==> config.mk <==
export PLATFORM = sky130hd
export DESIGN_NAME = int_alu
export DESIGN_NICKNAME = d
export VERILOG_FILES = /design/src/alu_flags_pkg.sv /design/src/alu_op_pkg.sv /design/src/carry_group_if.sv /design/src/int_alu.sv /design/src/flag_merge.sv /design/src/group_adder.sv /design/src/operand_prep.sv /design/src/stage_reg.sv
export VERILOG_INCLUDE_DIRS = /design/src /design/src/src
export SDC_FILE = /design/constraint.sdc
export NUM_CORES = 1
export LEC_CHECK = 0
export CAP_MARGIN = 20
export CORE_MARGIN = 2
export CORE_UTILIZATION = 25
export CTS_BUF_LIST = sky130_fd_sc_hd__clkbuf_2
export CTS_CLUSTER_SIZE = 28
export DETAILED_ROUTE_END_ITERATION = 8
export DONT_BUFFER_PORTS = 1
export PLACE_DENSITY = 0.46
export SETUP_SLACK_MARGIN = 0.2
export SYNTH_ARGS = -nofsm -noshare
export SYNTH_HDL_FRONTEND = slang
export SYNTH_HIERARCHICAL = 1
export SYNTH_SLANG_ARGS = --single-unit
==> constraint.sdc <==
create_clock -name clk -period 3.18 [get_ports clk]
set_clock_uncertainty 0.2 [all_clocks]
set_input_delay 0.159 -clock clk [delete_from_list [all_inputs] [get_ports clk]]
set_output_delay 0.159 -clock clk [all_outputs]
set_load 0.05 [all_outputs]
==> src/alu_cfg.svh <==
`ifndef ALU_CFG_SVH
`define ALU_CFG_SVH

`default_nettype none

// Datapath geometry
`define ALU_WIDTH       32
`define ALU_GROUP_BITS  4
`define ALU_GROUPS      (`ALU_WIDTH / `ALU_GROUP_BITS)

// EFLAGS bit positions
`define EFL_CF     0
`define EFL_RSVD1  1
`define EFL_PF     2
`define EFL_AF     4
`define EFL_ZF     6
`define EFL_SF     7
`define EFL_DF     10
`define EFL_OF     11

`default_nettype wire

`endif
==> src/alu_flags_pkg.sv <==
`include "alu_cfg.svh"
`default_nettype none

package alu_flags_pkg;

	// Whole EFLAGS image as seen on the ports
	typedef logic [`ALU_WIDTH-1:0] eflags_t;

	// Individual status bits before packing
	typedef struct packed {
		logic of;
		logic df;
		logic sf;
		logic zf;
		logic af;
		logic pf;
		logic cf;
	} flag_set_t;

	// Output stage payload
	typedef struct packed {
		logic [`ALU_WIDTH-1:0] result;
		eflags_t               flags;
	} result_payload_t;

endpackage

`default_nettype wire

==> src/alu_op_pkg.sv <==
`include "alu_cfg.svh"
`default_nettype none

package alu_op_pkg;

	import alu_flags_pkg::*;

	typedef logic [`ALU_WIDTH-1:0] alu_word_t;

	typedef enum logic [1:0] {
		op_add = 2'd0,
		op_sub = 2'd1,
		op_inc = 2'd2,
		op_dec = 2'd3
	} alu_op_t;

	// Travels beside the operands down to the flag stage
	typedef struct packed {
		alu_op_t op;
		eflags_t flags;
	} alu_ctx_t;

	// First stage payload, b already inverted or forced for the op
	typedef struct packed {
		alu_word_t a;
		alu_word_t b;
		logic      carry_in;
		alu_ctx_t  ctx;
	} prep_payload_t;

endpackage

`default_nettype wire

==> src/carry_group_if.sv <==
`include "alu_cfg.svh"
`default_nettype none

// One 4-bit lookahead group between prep, its adder and the flag stage
interface carry_group_if;

	logic [`ALU_GROUP_BITS-1:0] a;
	logic [`ALU_GROUP_BITS-1:0] b;
	logic                       carry_in;
	logic [`ALU_GROUP_BITS-1:0] sum;
	logic                       carry_out;
	// Carry into the top bit of the slice, needed for OF
	logic                       top_carry_in;

	modport feed (
		output a, b, carry_in
	);

	modport lane (
		input  a, b, carry_in,
		output sum, carry_out, top_carry_in
	);

	modport drain (
		input a, b, sum, carry_out, top_carry_in
	);

endinterface

`default_nettype wire

==> src/int_alu.sv <==
`include "alu_cfg.svh"
`default_nettype none

// Two-stage ADD/SUB/INC/DEC unit with EFLAGS output
module int_alu
	import alu_op_pkg::*;
	import alu_flags_pkg::*;
(
	input  logic      clk,
	input  logic      rst_n,
	input  logic      start,
	input  alu_op_t   op,
	input  alu_word_t a,
	input  alu_word_t b,
	input  eflags_t   flags_in,
	output alu_word_t result,
	output eflags_t   flags,
	output logic      done
);

	carry_group_if grp [`ALU_GROUPS] ();

	alu_ctx_t ctx;
	logic     ctx_valid;

	operand_prep u_prep (
		.clk       (clk),
		.rst_n     (rst_n),
		.start     (start),
		.op        (op),
		.a         (a),
		.b         (b),
		.flags_in  (flags_in),
		.groups    (grp),
		.ctx       (ctx),
		.ctx_valid (ctx_valid)
	);

	// One adder per lookahead group
	for (genvar gi = 0; gi < `ALU_GROUPS; gi++)
	begin : g_lane
		group_adder u_adder (
			.grp (grp[gi])
		);
	end

	flag_merge u_merge (
		.clk       (clk),
		.rst_n     (rst_n),
		.groups    (grp),
		.ctx       (ctx),
		.ctx_valid (ctx_valid),
		.result    (result),
		.flags     (flags),
		.done      (done)
	);

endmodule

`default_nettype wire

==> src/flag_merge.sv <==
`include "alu_cfg.svh"
`default_nettype none

module flag_merge
	import alu_op_pkg::*;
	import alu_flags_pkg::*;
(
	input  logic         clk,
	input  logic         rst_n,
	carry_group_if.drain groups [`ALU_GROUPS],
	input  alu_ctx_t     ctx,
	input  logic         ctx_valid,
	output alu_word_t    result,
	output eflags_t      flags,
	output logic         done
);

	// Bits that may ever be set in the flags word
	localparam eflags_t flag_mask = eflags_t'((1 << `EFL_CF) | (1 << `EFL_RSVD1)
		| (1 << `EFL_PF) | (1 << `EFL_AF) | (1 << `EFL_ZF) | (1 << `EFL_SF)
		| (1 << `EFL_DF) | (1 << `EFL_OF));

	alu_word_t       sum_word;
	flag_set_t       fs;
	eflags_t         flags_d;
	result_payload_t res_d;
	result_payload_t res_q;
	logic            final_carry;
	logic            top_carry;
	logic            nib_carry;

	for (genvar gi = 0; gi < `ALU_GROUPS; gi++)
	begin : g_drain
		assign sum_word[gi*`ALU_GROUP_BITS +: `ALU_GROUP_BITS] = groups[gi].sum;

		if (gi > 0)
		begin : g_chain
			// Lookahead carry into this group matches the adder below it
			a_carry_chain: assert property (@(posedge clk) disable iff (!rst_n)
				ctx_valid |-> ((groups[gi].a[0] ^ groups[gi].b[0] ^ groups[gi].sum[0])
					== groups[gi-1].carry_out))
				else $error("flag_merge: carry chain broken into group %0d", gi);
		end
	end

	assign final_carry = groups[`ALU_GROUPS-1].carry_out;
	assign top_carry   = groups[`ALU_GROUPS-1].top_carry_in;
	assign nib_carry   = groups[0].carry_out;

	// ---------------------------------------------------------------------
	// Flag rules
	// ---------------------------------------------------------------------
	always_comb
	begin
		fs.of = top_carry ^ final_carry;
		fs.df = ctx.flags[`EFL_DF];
		fs.sf = sum_word[`ALU_WIDTH-1];
		fs.zf = (sum_word == '0);
		fs.pf = ~^sum_word[7:0];

		// INC and DEC leave CF alone
		case (ctx.op)
			op_add:  fs.cf = final_carry;
			op_sub:  fs.cf = ~final_carry;
			default: fs.cf = ctx.flags[`EFL_CF];
		endcase

		// Borrow sense on the subtracting ops
		if (ctx.op == op_sub || ctx.op == op_dec)
			fs.af = ~nib_carry;
		else
			fs.af = nib_carry;
	end

	always_comb
	begin
		flags_d             = '0;
		flags_d[`EFL_RSVD1] = 1'b1;
		flags_d[`EFL_CF]    = fs.cf;
		flags_d[`EFL_PF]    = fs.pf;
		flags_d[`EFL_AF]    = fs.af;
		flags_d[`EFL_ZF]    = fs.zf;
		flags_d[`EFL_SF]    = fs.sf;
		flags_d[`EFL_DF]    = fs.df;
		flags_d[`EFL_OF]    = fs.of;
	end

	assign res_d = '{result: sum_word, flags: flags_d};

	stage_reg #(.T(result_payload_t)) u_out_stage (
		.clk       (clk),
		.rst_n     (rst_n),
		.in_valid  (ctx_valid),
		.in_data   (res_d),
		.out_valid (done),
		.out_data  (res_q)
	);

	assign result = res_q.result;
	assign flags  = res_q.flags;

	a_done_follows: assert property (@(posedge clk) disable iff (!rst_n)
		ctx_valid |=> done)
		else $error("flag_merge: done missing after ctx_valid");

	a_done_origin: assert property (@(posedge clk) disable iff (!rst_n)
		done |-> $past(ctx_valid))
		else $error("flag_merge: done without ctx_valid a cycle before");

	a_flags_shape: assert property (@(posedge clk) disable iff (!rst_n)
		done |-> (flags[`EFL_RSVD1] && ((flags & ~flag_mask) == '0)))
		else $error("flag_merge: bad reserved bits in flags %h", flags);

endmodule

`default_nettype wire

==> src/group_adder.sv <==
`include "alu_cfg.svh"
`default_nettype none

// One 4-bit slice, carries looked ahead inside the group
module group_adder (
	carry_group_if.lane grp
);

	logic [`ALU_GROUP_BITS-1:0] g;
	logic [`ALU_GROUP_BITS-1:0] p;
	logic [`ALU_GROUP_BITS-1:0] c;

	assign g = grp.a & grp.b;
	assign p = grp.a ^ grp.b;

	// Carry into each bit straight from the group carry-in
	assign c[0] = grp.carry_in;
	assign c[1] = g[0] | (p[0] & grp.carry_in);
	assign c[2] = g[1] | (p[1] & g[0]) | (p[1] & p[0] & grp.carry_in);
	assign c[3] = g[2] | (p[2] & g[1]) | (p[2] & p[1] & g[0])
		| (p[2] & p[1] & p[0] & grp.carry_in);

	assign grp.sum = p ^ c;

	assign grp.carry_out = g[3] | (p[3] & g[2]) | (p[3] & p[2] & g[1])
		| (p[3] & p[2] & p[1] & g[0]) | (p[3] & p[2] & p[1] & p[0] & grp.carry_in);

	assign grp.top_carry_in = c[3];

endmodule

`default_nettype wire

==> src/operand_prep.sv <==
`include "alu_cfg.svh"
`default_nettype none

module operand_prep
	import alu_op_pkg::*;
	import alu_flags_pkg::*;
(
	input  logic        clk,
	input  logic        rst_n,
	input  logic        start,
	input  alu_op_t     op,
	input  alu_word_t   a,
	input  alu_word_t   b,
	input  eflags_t     flags_in,
	carry_group_if.feed groups [`ALU_GROUPS],
	output alu_ctx_t    ctx,
	output logic        ctx_valid
);

	prep_payload_t prep_d;
	prep_payload_t prep_q;
	alu_word_t     b_prep;
	logic          cin_prep;

	logic [`ALU_GROUPS-1:0] grp_gen;
	logic [`ALU_GROUPS-1:0] grp_prop;
	logic [`ALU_GROUPS-1:0] grp_cin;
	logic                   half_gen;
	logic                   half_prop;
	logic                   half_cin;

	// Generate out of a block of four
	function automatic logic block_gen(input logic [3:0] g, input logic [3:0] p);
		return g[3] | (p[3] & g[2]) | (p[3] & p[2] & g[1]) | (p[3] & p[2] & p[1] & g[0]);
	endfunction

	// Carries into each member of a block of four
	function automatic logic [3:0] block_carries(input logic [3:0] g, input logic [3:0] p,
			input logic c0);
		logic [3:0] c;
		c[0] = c0;
		c[1] = g[0] | (p[0] & c0);
		c[2] = g[1] | (p[1] & g[0]) | (p[1] & p[0] & c0);
		c[3] = g[2] | (p[2] & g[1]) | (p[2] & p[1] & g[0]) | (p[2] & p[1] & p[0] & c0);
		return c;
	endfunction

	// ---------------------------------------------------------------------
	// Operand forming and the request register
	// ---------------------------------------------------------------------

	// SUB adds ~b plus one, INC/DEC add 0+1 and all ones
	always_comb
	begin
		case (op)
			op_sub:  b_prep = ~b;
			op_inc:  b_prep = '0;
			op_dec:  b_prep = '1;
			default: b_prep = b;
		endcase
	end

	assign cin_prep = (op == op_sub) || (op == op_inc);

	assign prep_d = '{a: a, b: b_prep, carry_in: cin_prep, ctx: '{op: op, flags: flags_in}};

	stage_reg #(.T(prep_payload_t)) u_prep_stage (
		.clk       (clk),
		.rst_n     (rst_n),
		.in_valid  (start),
		.in_data   (prep_d),
		.out_valid (ctx_valid),
		.out_data  (prep_q)
	);

	assign ctx = prep_q.ctx;

	// ---------------------------------------------------------------------
	// Group lookahead off the registered operands
	// ---------------------------------------------------------------------

	for (genvar gi = 0; gi < `ALU_GROUPS; gi++)
	begin : g_group
		logic [`ALU_GROUP_BITS-1:0] bit_g;
		logic [`ALU_GROUP_BITS-1:0] bit_p;

		assign bit_g = prep_q.a[gi*`ALU_GROUP_BITS +: `ALU_GROUP_BITS]
			& prep_q.b[gi*`ALU_GROUP_BITS +: `ALU_GROUP_BITS];
		assign bit_p = prep_q.a[gi*`ALU_GROUP_BITS +: `ALU_GROUP_BITS]
			^ prep_q.b[gi*`ALU_GROUP_BITS +: `ALU_GROUP_BITS];

		assign grp_gen[gi]  = block_gen(bit_g, bit_p);
		assign grp_prop[gi] = &bit_p;

		assign groups[gi].a        = prep_q.a[gi*`ALU_GROUP_BITS +: `ALU_GROUP_BITS];
		assign groups[gi].b        = prep_q.b[gi*`ALU_GROUP_BITS +: `ALU_GROUP_BITS];
		assign groups[gi].carry_in = grp_cin[gi];
	end

	// Second level, low half of groups feeds the carry into group 4
	assign half_gen  = block_gen(grp_gen[3:0], grp_prop[3:0]);
	assign half_prop = &grp_prop[3:0];
	assign half_cin  = half_gen | (half_prop & prep_q.carry_in);

	assign grp_cin[3:0] = block_carries(grp_gen[3:0], grp_prop[3:0], prep_q.carry_in);
	assign grp_cin[7:4] = block_carries(grp_gen[7:4], grp_prop[7:4], half_cin);

	a_op_known: assert property (@(posedge clk) disable iff (!rst_n)
		start |-> !$isunknown(op))
		else $error("operand_prep: op has unknown bits with start");

endmodule

`default_nettype wire

==> src/stage_reg.sv <==
`default_nettype none

// Valid-qualified pipeline register for any payload type
module stage_reg #(
	parameter type T = logic
) (
	input  logic clk,
	input  logic rst_n,
	input  logic in_valid,
	input  T     in_data,
	output logic out_valid,
	output T     out_data
);

	always_ff @(posedge clk or negedge rst_n)
	begin
		if (!rst_n)
			out_valid <= 1'b0;
		else
			out_valid <= in_valid;
	end

	// Payload holds between beats and reads zero out of reset
	always_ff @(posedge clk or negedge rst_n)
	begin
		if (!rst_n)
			out_data <= '0;
		else if (in_valid)
			out_data <= in_data;
	end

endmodule

`default_nettype wire

Yosys cells after proc, flatten, opt, wreduce, memory -nomap -nowiden
Index checks and enable logic that the tools add are counted.
{"block": "word_totals", "reg_bits": 120, "output_inout_bits": 65}
{"block": "op_classes", "muxes": 3, "n_reduce_logical": 13, "bitwise": 258, "n_eq_ne": 5}
{"op": "$and A1 B1 Y1", "count": 140}
{"op": "$pmux W32 S3", "count": 1}
{"op": "$or A1 B1 Y1", "count": 90}
{"op": "$xor A4 B4 Y4", "count": 16}
{"op": "$and A4 B4 Y4", "count": 8}
{"op": "$logic_not A32 Y1", "count": 1}
{"op": "$not A32 Y32", "count": 1}
{"op": "$reduce_and A4 Y1", "count": 7}
{"op": "$reduce_and A16 Y1", "count": 1}
{"op": "$reduce_xnor A8 Y1", "count": 1}
{"op": "$eq A2 B2 Y1 const B", "count": 3}
{"op": "$eq A2 B1 Y1 const B", "count": 2}
{"op": "$logic_not A2 Y1", "count": 1}
{"op": "$logic_or A1 B1 Y1", "count": 2}
{"op": "$not A1 Y1", "count": 2}
{"op": "$pmux W1 S2", "count": 1}
{"op": "$mux W1", "count": 1}
{"op": "$xor A1 B1 Y1", "count": 1}

Depth between registers and ports, before layout
{"block": "depth", "ltp_word": 16, "depth_mapped": 14}

Modules after synthesis
The synthesis kept the hierarchy.
{"mod": "stage_reg at u_prep.u_prep_stage", "area_per_inst_um2": 3728.6, "seq_area_each_um2": 2502.4, "cells_per_inst": 210, "n_inst": 1}
{"mod": "stage_reg at u_merge.u_out_stage", "area_per_inst_um2": 2703.8, "seq_area_each_um2": 1626.6, "cells_per_inst": 136, "n_inst": 1}
{"mod": "operand_prep", "area_per_inst_um2": 1255.0, "seq_area_each_um2": 0.0, "cells_per_inst": 190, "n_inst": 1}
{"mod": "group_adder at g_lane[0].u_adder ...", "area_per_inst_um2": 178.9, "seq_area_each_um2": 0.0, "cells_per_inst": 22, "n_inst": 4}
{"mod": "group_adder at g_lane[4].u_adder ...", "area_per_inst_um2": 163.9, "seq_area_each_um2": 0.0, "cells_per_inst": 18, "n_inst": 4}
{"mod": "flag_merge", "area_per_inst_um2": 216.5, "seq_area_each_um2": 0.0, "cells_per_inst": 33, "n_inst": 1}

Least setup slack after synthesis
Ideal clock, no wire load.
{"block": "synth_path", "kind": "flip-flop to flip-flop", "start": "register u_prep/u_prep_stage/out_data[44] (netlist bit)", "end": "register u_merge/u_out_stage/out_data[6] (netlist bit)", "required_time_ns": 2.914, "period_less_slack_ns": 3.167, "path_stages_with_launch": 14, "t_arrival_ns": 2.901, "path_slack_ns": 0.013, "path_cell_list": "dfrtp_1 ha_1 a21oi_1 nor2_1 a211oi_1 a311oi_2 o31ai_2 o31ai_1 fa_1 xor2_1 nor4_1 nand3_1 nor3_1 mux2_4"}
{"block": "synth_via", "elab_chain_len": 15, "word_cells_on_any_way": 83, "cone_classes": "bitwise (80); reduce/logical (3)"}
{"item": "start, declared", "line": "stage_reg.sv:12", "text": "output T out_data"}
{"item": "start signal, assigned", "line": "stage_reg.sv:29", "text": "out_data <= in_data;"}
{"item": "$and A4 B4 Y4 or $xor A4 B4 Y4 (tied branches)", "line": "operand_prep.sv:87, operand_prep.sv:89"}
{"item": "$and A1 B1 Y1"}
{"item": "$or A1 B1 Y1 or $and A1 B1 Y1 (tied branches)"}
{"item": "$or A1 B1 Y1"}
{"item": "$and A1 B1 Y1", "line": "operand_prep.sv:34", "text": "return g[3] | (p[3] & g[2]) | (p[3] & p[2] & g[1]) | (p[3] & p[2] & p[1] & g[0]);"}
{"item": "$or A1 B1 Y1 (3 in a row)", "line": "operand_prep.sv:34"}
{"item": "$or A1 B1 Y1 *", "line": "operand_prep.sv:103", "text": "assign half_cin = half_gen | (half_prop & prep_q.carry_in);"}
{"item": "$and A1 B1 Y1 *", "line": "operand_prep.sv:44", "text": "c[3] = g[2] | (p[2] & g[1]) | (p[2] & p[1] & g[0]) | (p[2] & p[1] & p[0] & c0);"}
{"item": "$or A1 B1 Y1 *", "line": "operand_prep.sv:44"}
{"item": "via grp[7].carry_in", "line": "carry_group_if.sv:9", "text": "logic carry_in;"}
{"item": "$and A1 B1 Y1 *", "line": "group_adder.sv:18", "text": "assign c[1] = g[0] | (p[0] & grp.carry_in);"}
{"item": "$or A1 B1 Y1 *", "line": "group_adder.sv:18"}
{"item": "$xor A4 B4 Y4 *", "line": "group_adder.sv:23", "text": "assign grp.sum = p ^ c;"}
{"item": "via grp[7].sum[1]", "line": "carry_group_if.sv:10", "text": "logic [`ALU_GROUP_BITS-1:0] sum;"}
{"item": "$logic_not A32 Y1 *", "line": "flag_merge.sv:58", "text": "fs.zf = (sum_word == '0);"}
{"item": "via u_merge.flags_d[6]", "line": "flag_merge.sv:25", "text": "eflags_t flags_d;"}
{"item": "end signal, assigned", "line": "stage_reg.sv:29"}
{"item": "end, declared", "line": "stage_reg.sv:12"}
The timed path passes the listed nets; every way through them passes the cells marked *.
A chain may end at the register's enable or synchronous reset.

Worst setup path in the final report
{"block": "layout_path", "start": "register u_prep/u_prep_stage/out_data[44] (netlist bit)", "end": "register u_merge/u_out_stage/out_data[6] (netlist bit)"}
{"block": "layout_via", "word_cells_on_any_way": 83, "cone_classes": "bitwise (80); reduce/logical (3)"}
{"item": "$and A4 B4 Y4 or $xor A4 B4 Y4 (tied branches)", "line": "operand_prep.sv:87, operand_prep.sv:89"}
{"item": "$and A1 B1 Y1"}
{"item": "$or A1 B1 Y1 or $and A1 B1 Y1 (tied branches)"}
{"item": "$or A1 B1 Y1"}
{"item": "$and A1 B1 Y1", "line": "operand_prep.sv:34"}
{"item": "$or A1 B1 Y1 (3 in a row)", "line": "operand_prep.sv:34"}
{"item": "$or A1 B1 Y1 *", "line": "operand_prep.sv:103"}
{"item": "$and A1 B1 Y1 *", "line": "operand_prep.sv:44"}
{"item": "$or A1 B1 Y1 *", "line": "operand_prep.sv:44"}
{"item": "via grp[7].carry_in", "line": "carry_group_if.sv:9"}
{"item": "$xor A4 B4 Y4 *", "line": "group_adder.sv:23"}
{"item": "via grp[7].sum[0]", "line": "carry_group_if.sv:10"}
{"item": "$logic_not A32 Y1 *", "line": "flag_merge.sv:58"}
{"item": "via u_merge.flags_d[6]", "line": "flag_merge.sv:25"}
Marks and branches as above.

==> flow_summary.ini <==
[run_status]
status = finished, violations left
violations = setup timing

[route]
highest_layer = met4
routed-wl-met2_um = 10400
first_iter_violations = 162
wirelength_um = 22100
detail_route.vias_per_cell = 4.31
wire_per_inst_um = 16.5
drtAntennaViolNets = 0
drc = 0
dr.pass1.iters = 4
wl_met3_um = 839
wl_met1_um = 10600
vias = 5769

[clocking]
cts-htree-levels = 4
cts_tree = yes
cts_root_buf = clkbuf_2
cts_buffers = 17
path_clk_slew_ns = 0.24
cts.sinks = 135
clock_latency_ns = 0.79
cts_buffer_depth = 2

[die]
dieWidth_um = 184
ios = 166
die_h_um = 184
rows = 65
start_util_pct = 25.5
fp.dieArea_um2 = 33800
core-area_um2 = 31700

[sta]
worst_pin_slew_ns = 0.771
hold_viol = 0
slew_headroom_pct = 48.6
fin_tns_setup_ns = -1.96
period_needed_ns = 3.52
rsz0062_at_grt = true
setup_viol = 11
worst_slack_ns = -0.341
finalCritPeriodShare_pct = 111
slew_viol_final = 0
fmax_ghz = 0.284

[grt]
grt_pass1_vias = 6187
overflow = 0
antenna_found_initial = 1
grt_max_degree = 136
grt_pass1_wl_um = 35100
grt_usage_pct = 13.7

[logic_synthesis]
avgSynthCellArea_um2 = 12.4
syn-cell-area_um2 = 8090
syn_inst = 655
synth_warnings = 6

[worst_setup_path]
worst-setup-path-type = reg -> reg
end_kind = flop
cp_max_fo = 2
reg2reg_depth = 13
cp-endpoint = u_merge/u_out_stage/out_data[6]
critPathLaunch = u_prep/u_prep_stage/out_data[44]
r2r_slack_ns = -0.34
reg2reg_to = u_merge/u_out_stage/out_data[6]
r2r-start = u_prep/u_prep_stage/out_data[44]
crit_path_start_kind = flop
required_ns = 3.74
worstPathArrival_ns = 4.08

[placement]
routabilityCongestion = 0.747
portBuffers = 0
hpwlAfterDp_um = 15400
dpl-instance-area_um2 = 9200

[final_layout]
areaGrowthSynthToFinish_pct = 40.9
stdcell_area_um2 = 11400
multiInputGateArea_um2 = 4650
num-fill-cells = 3191
drive_gt1_share_pct = 34.7
final_nets = 1098
seq_area_um2 = 3380

[power_and_ir_drop]
vdd_drop_max_mv = 0.567
leakagePower_nw = 5.30
powerDensity_nw_per_um2 = 659

[job]
cap_viol_max_count = 0

[min_path]
hold_class = in -> reg
worstHoldPathCells = 4
-- state kept, by name, indices dropped and copies added, names as in the netlist --
name	count
u_prep/u_prep_stage/out_valid	1
u_prep/u_prep_stage/out_data	69
u_merge/u_out_stage/out_data	64
u_merge/u_out_stage/out_valid	1
-- critical path, stage by stage, from the launching register on --
cell and delay [ns]:
dfrtp_1 0.43, ha_1 0.30, nand4_1 0.16, o21bai_4 0.24, a311oi_4 0.37, o31ai_4 0.13
buf_6 0.15, o31ai_4 0.28, buf_4 0.18, fa_2 0.46, nor4_4 0.22, nand3_1 0.11
nor3_2 0.12, mux2_4 0.16
-- timing repair --
item                                    CTS  global route
pin swaps                                19            12
endpoints found under the hold margin   205             0
endpoints found under the setup margin   21            21
gates resized for setup                  43            12
hold buffers                            148             0
setup buffers                             6             3
-- through the flow --
step / setup WS [ns] / utilization [%] / std cells / total power (W) / hold slack, ns
3_3_place_gp: -0.587 / 29.0 / 1148 / 0.00565 / -0.333
4_1_cts: -0.411 / 35.7 / 1334 / 0.00755 / 0.00460
3_5_place_dp: -0.595 / 29.0 / 1148 / 0.00566 / -0.334
2_1_floorplan: 0.0705 / - / 678 / 0.00481 / -0.337
6_report: -0.341 / 36.0 / 1338 / 0.00752 / 0.123
5_1_grt: -0.481 / 36.0 / 1338 / 0.00801 / 0.0468
-- final cells by class --
class | count | area share [%]
multi-input cells | 453 | 40.7
diodes | 1 | 0.0219
inverters | 60 | 2.00
well taps | 402 | 4.41
repair buffers | 255 | 20.6
clock inverters | 14 | 1.81
flip-flops and latches | 135 | 29.7
clock buffers | 18 | 0.790
-- cell usage in the layout (no fill, tap or decap), types with 4 or more instances in the layout --
master and count:
mux2_4 72, nor4_1 4, a211oi_1 32, fa_1 5
xnor2_1 6, o311a_1 7, conb_1 25, xor2_1 12
dfrtp_1 134, a211oi_2 8, nor2_1 20, inv_1 56
mux2_2 61, dlygate4sd3_1 146, buf_6 4, ha_4 7
ha_1 59, a21o_1 13, bufinv_16 5, buf_4 102
a21oi_1 45, clkbuf_2 18, nor3b_1 7, nand2_1 15
nand4b_1 8, nand4_1 4
-- power breakdown --
group / switching, W / internal [W]
registers: 0.00125 / 0.00207
logic: 0.00115 / 0.00174
clock network: 0.000712 / 0.000591
total: 0.00312 / 0.00440
-- worst min path at each step --
stage	start	endpoint	slack, ns
detailed placement	rst_n	u_merge/u_out_stage/out_data[33]	-0.33
global route	start	u_prep/u_prep_stage/out_valid	0.05
finish	b[11]	u_prep/u_prep_stage/out_data[46]	0.12
CTS	start	u_prep/u_prep_stage/out_valid	0.005
global placement	rst_n	u_merge/u_out_stage/out_data[35]	-0.33
floorplan	rst_n	u_merge/u_out_stage/out_data[0]	-0.34
-- metal layers --
layer,vias up,global-route usage (%)
met2,100,21.9
met5,-,0
met3,16,3.31
met1,2785,18.3
met4,0,4.22
li1,2868,-
Note: power is estimated with default switching activity, not from simulation.
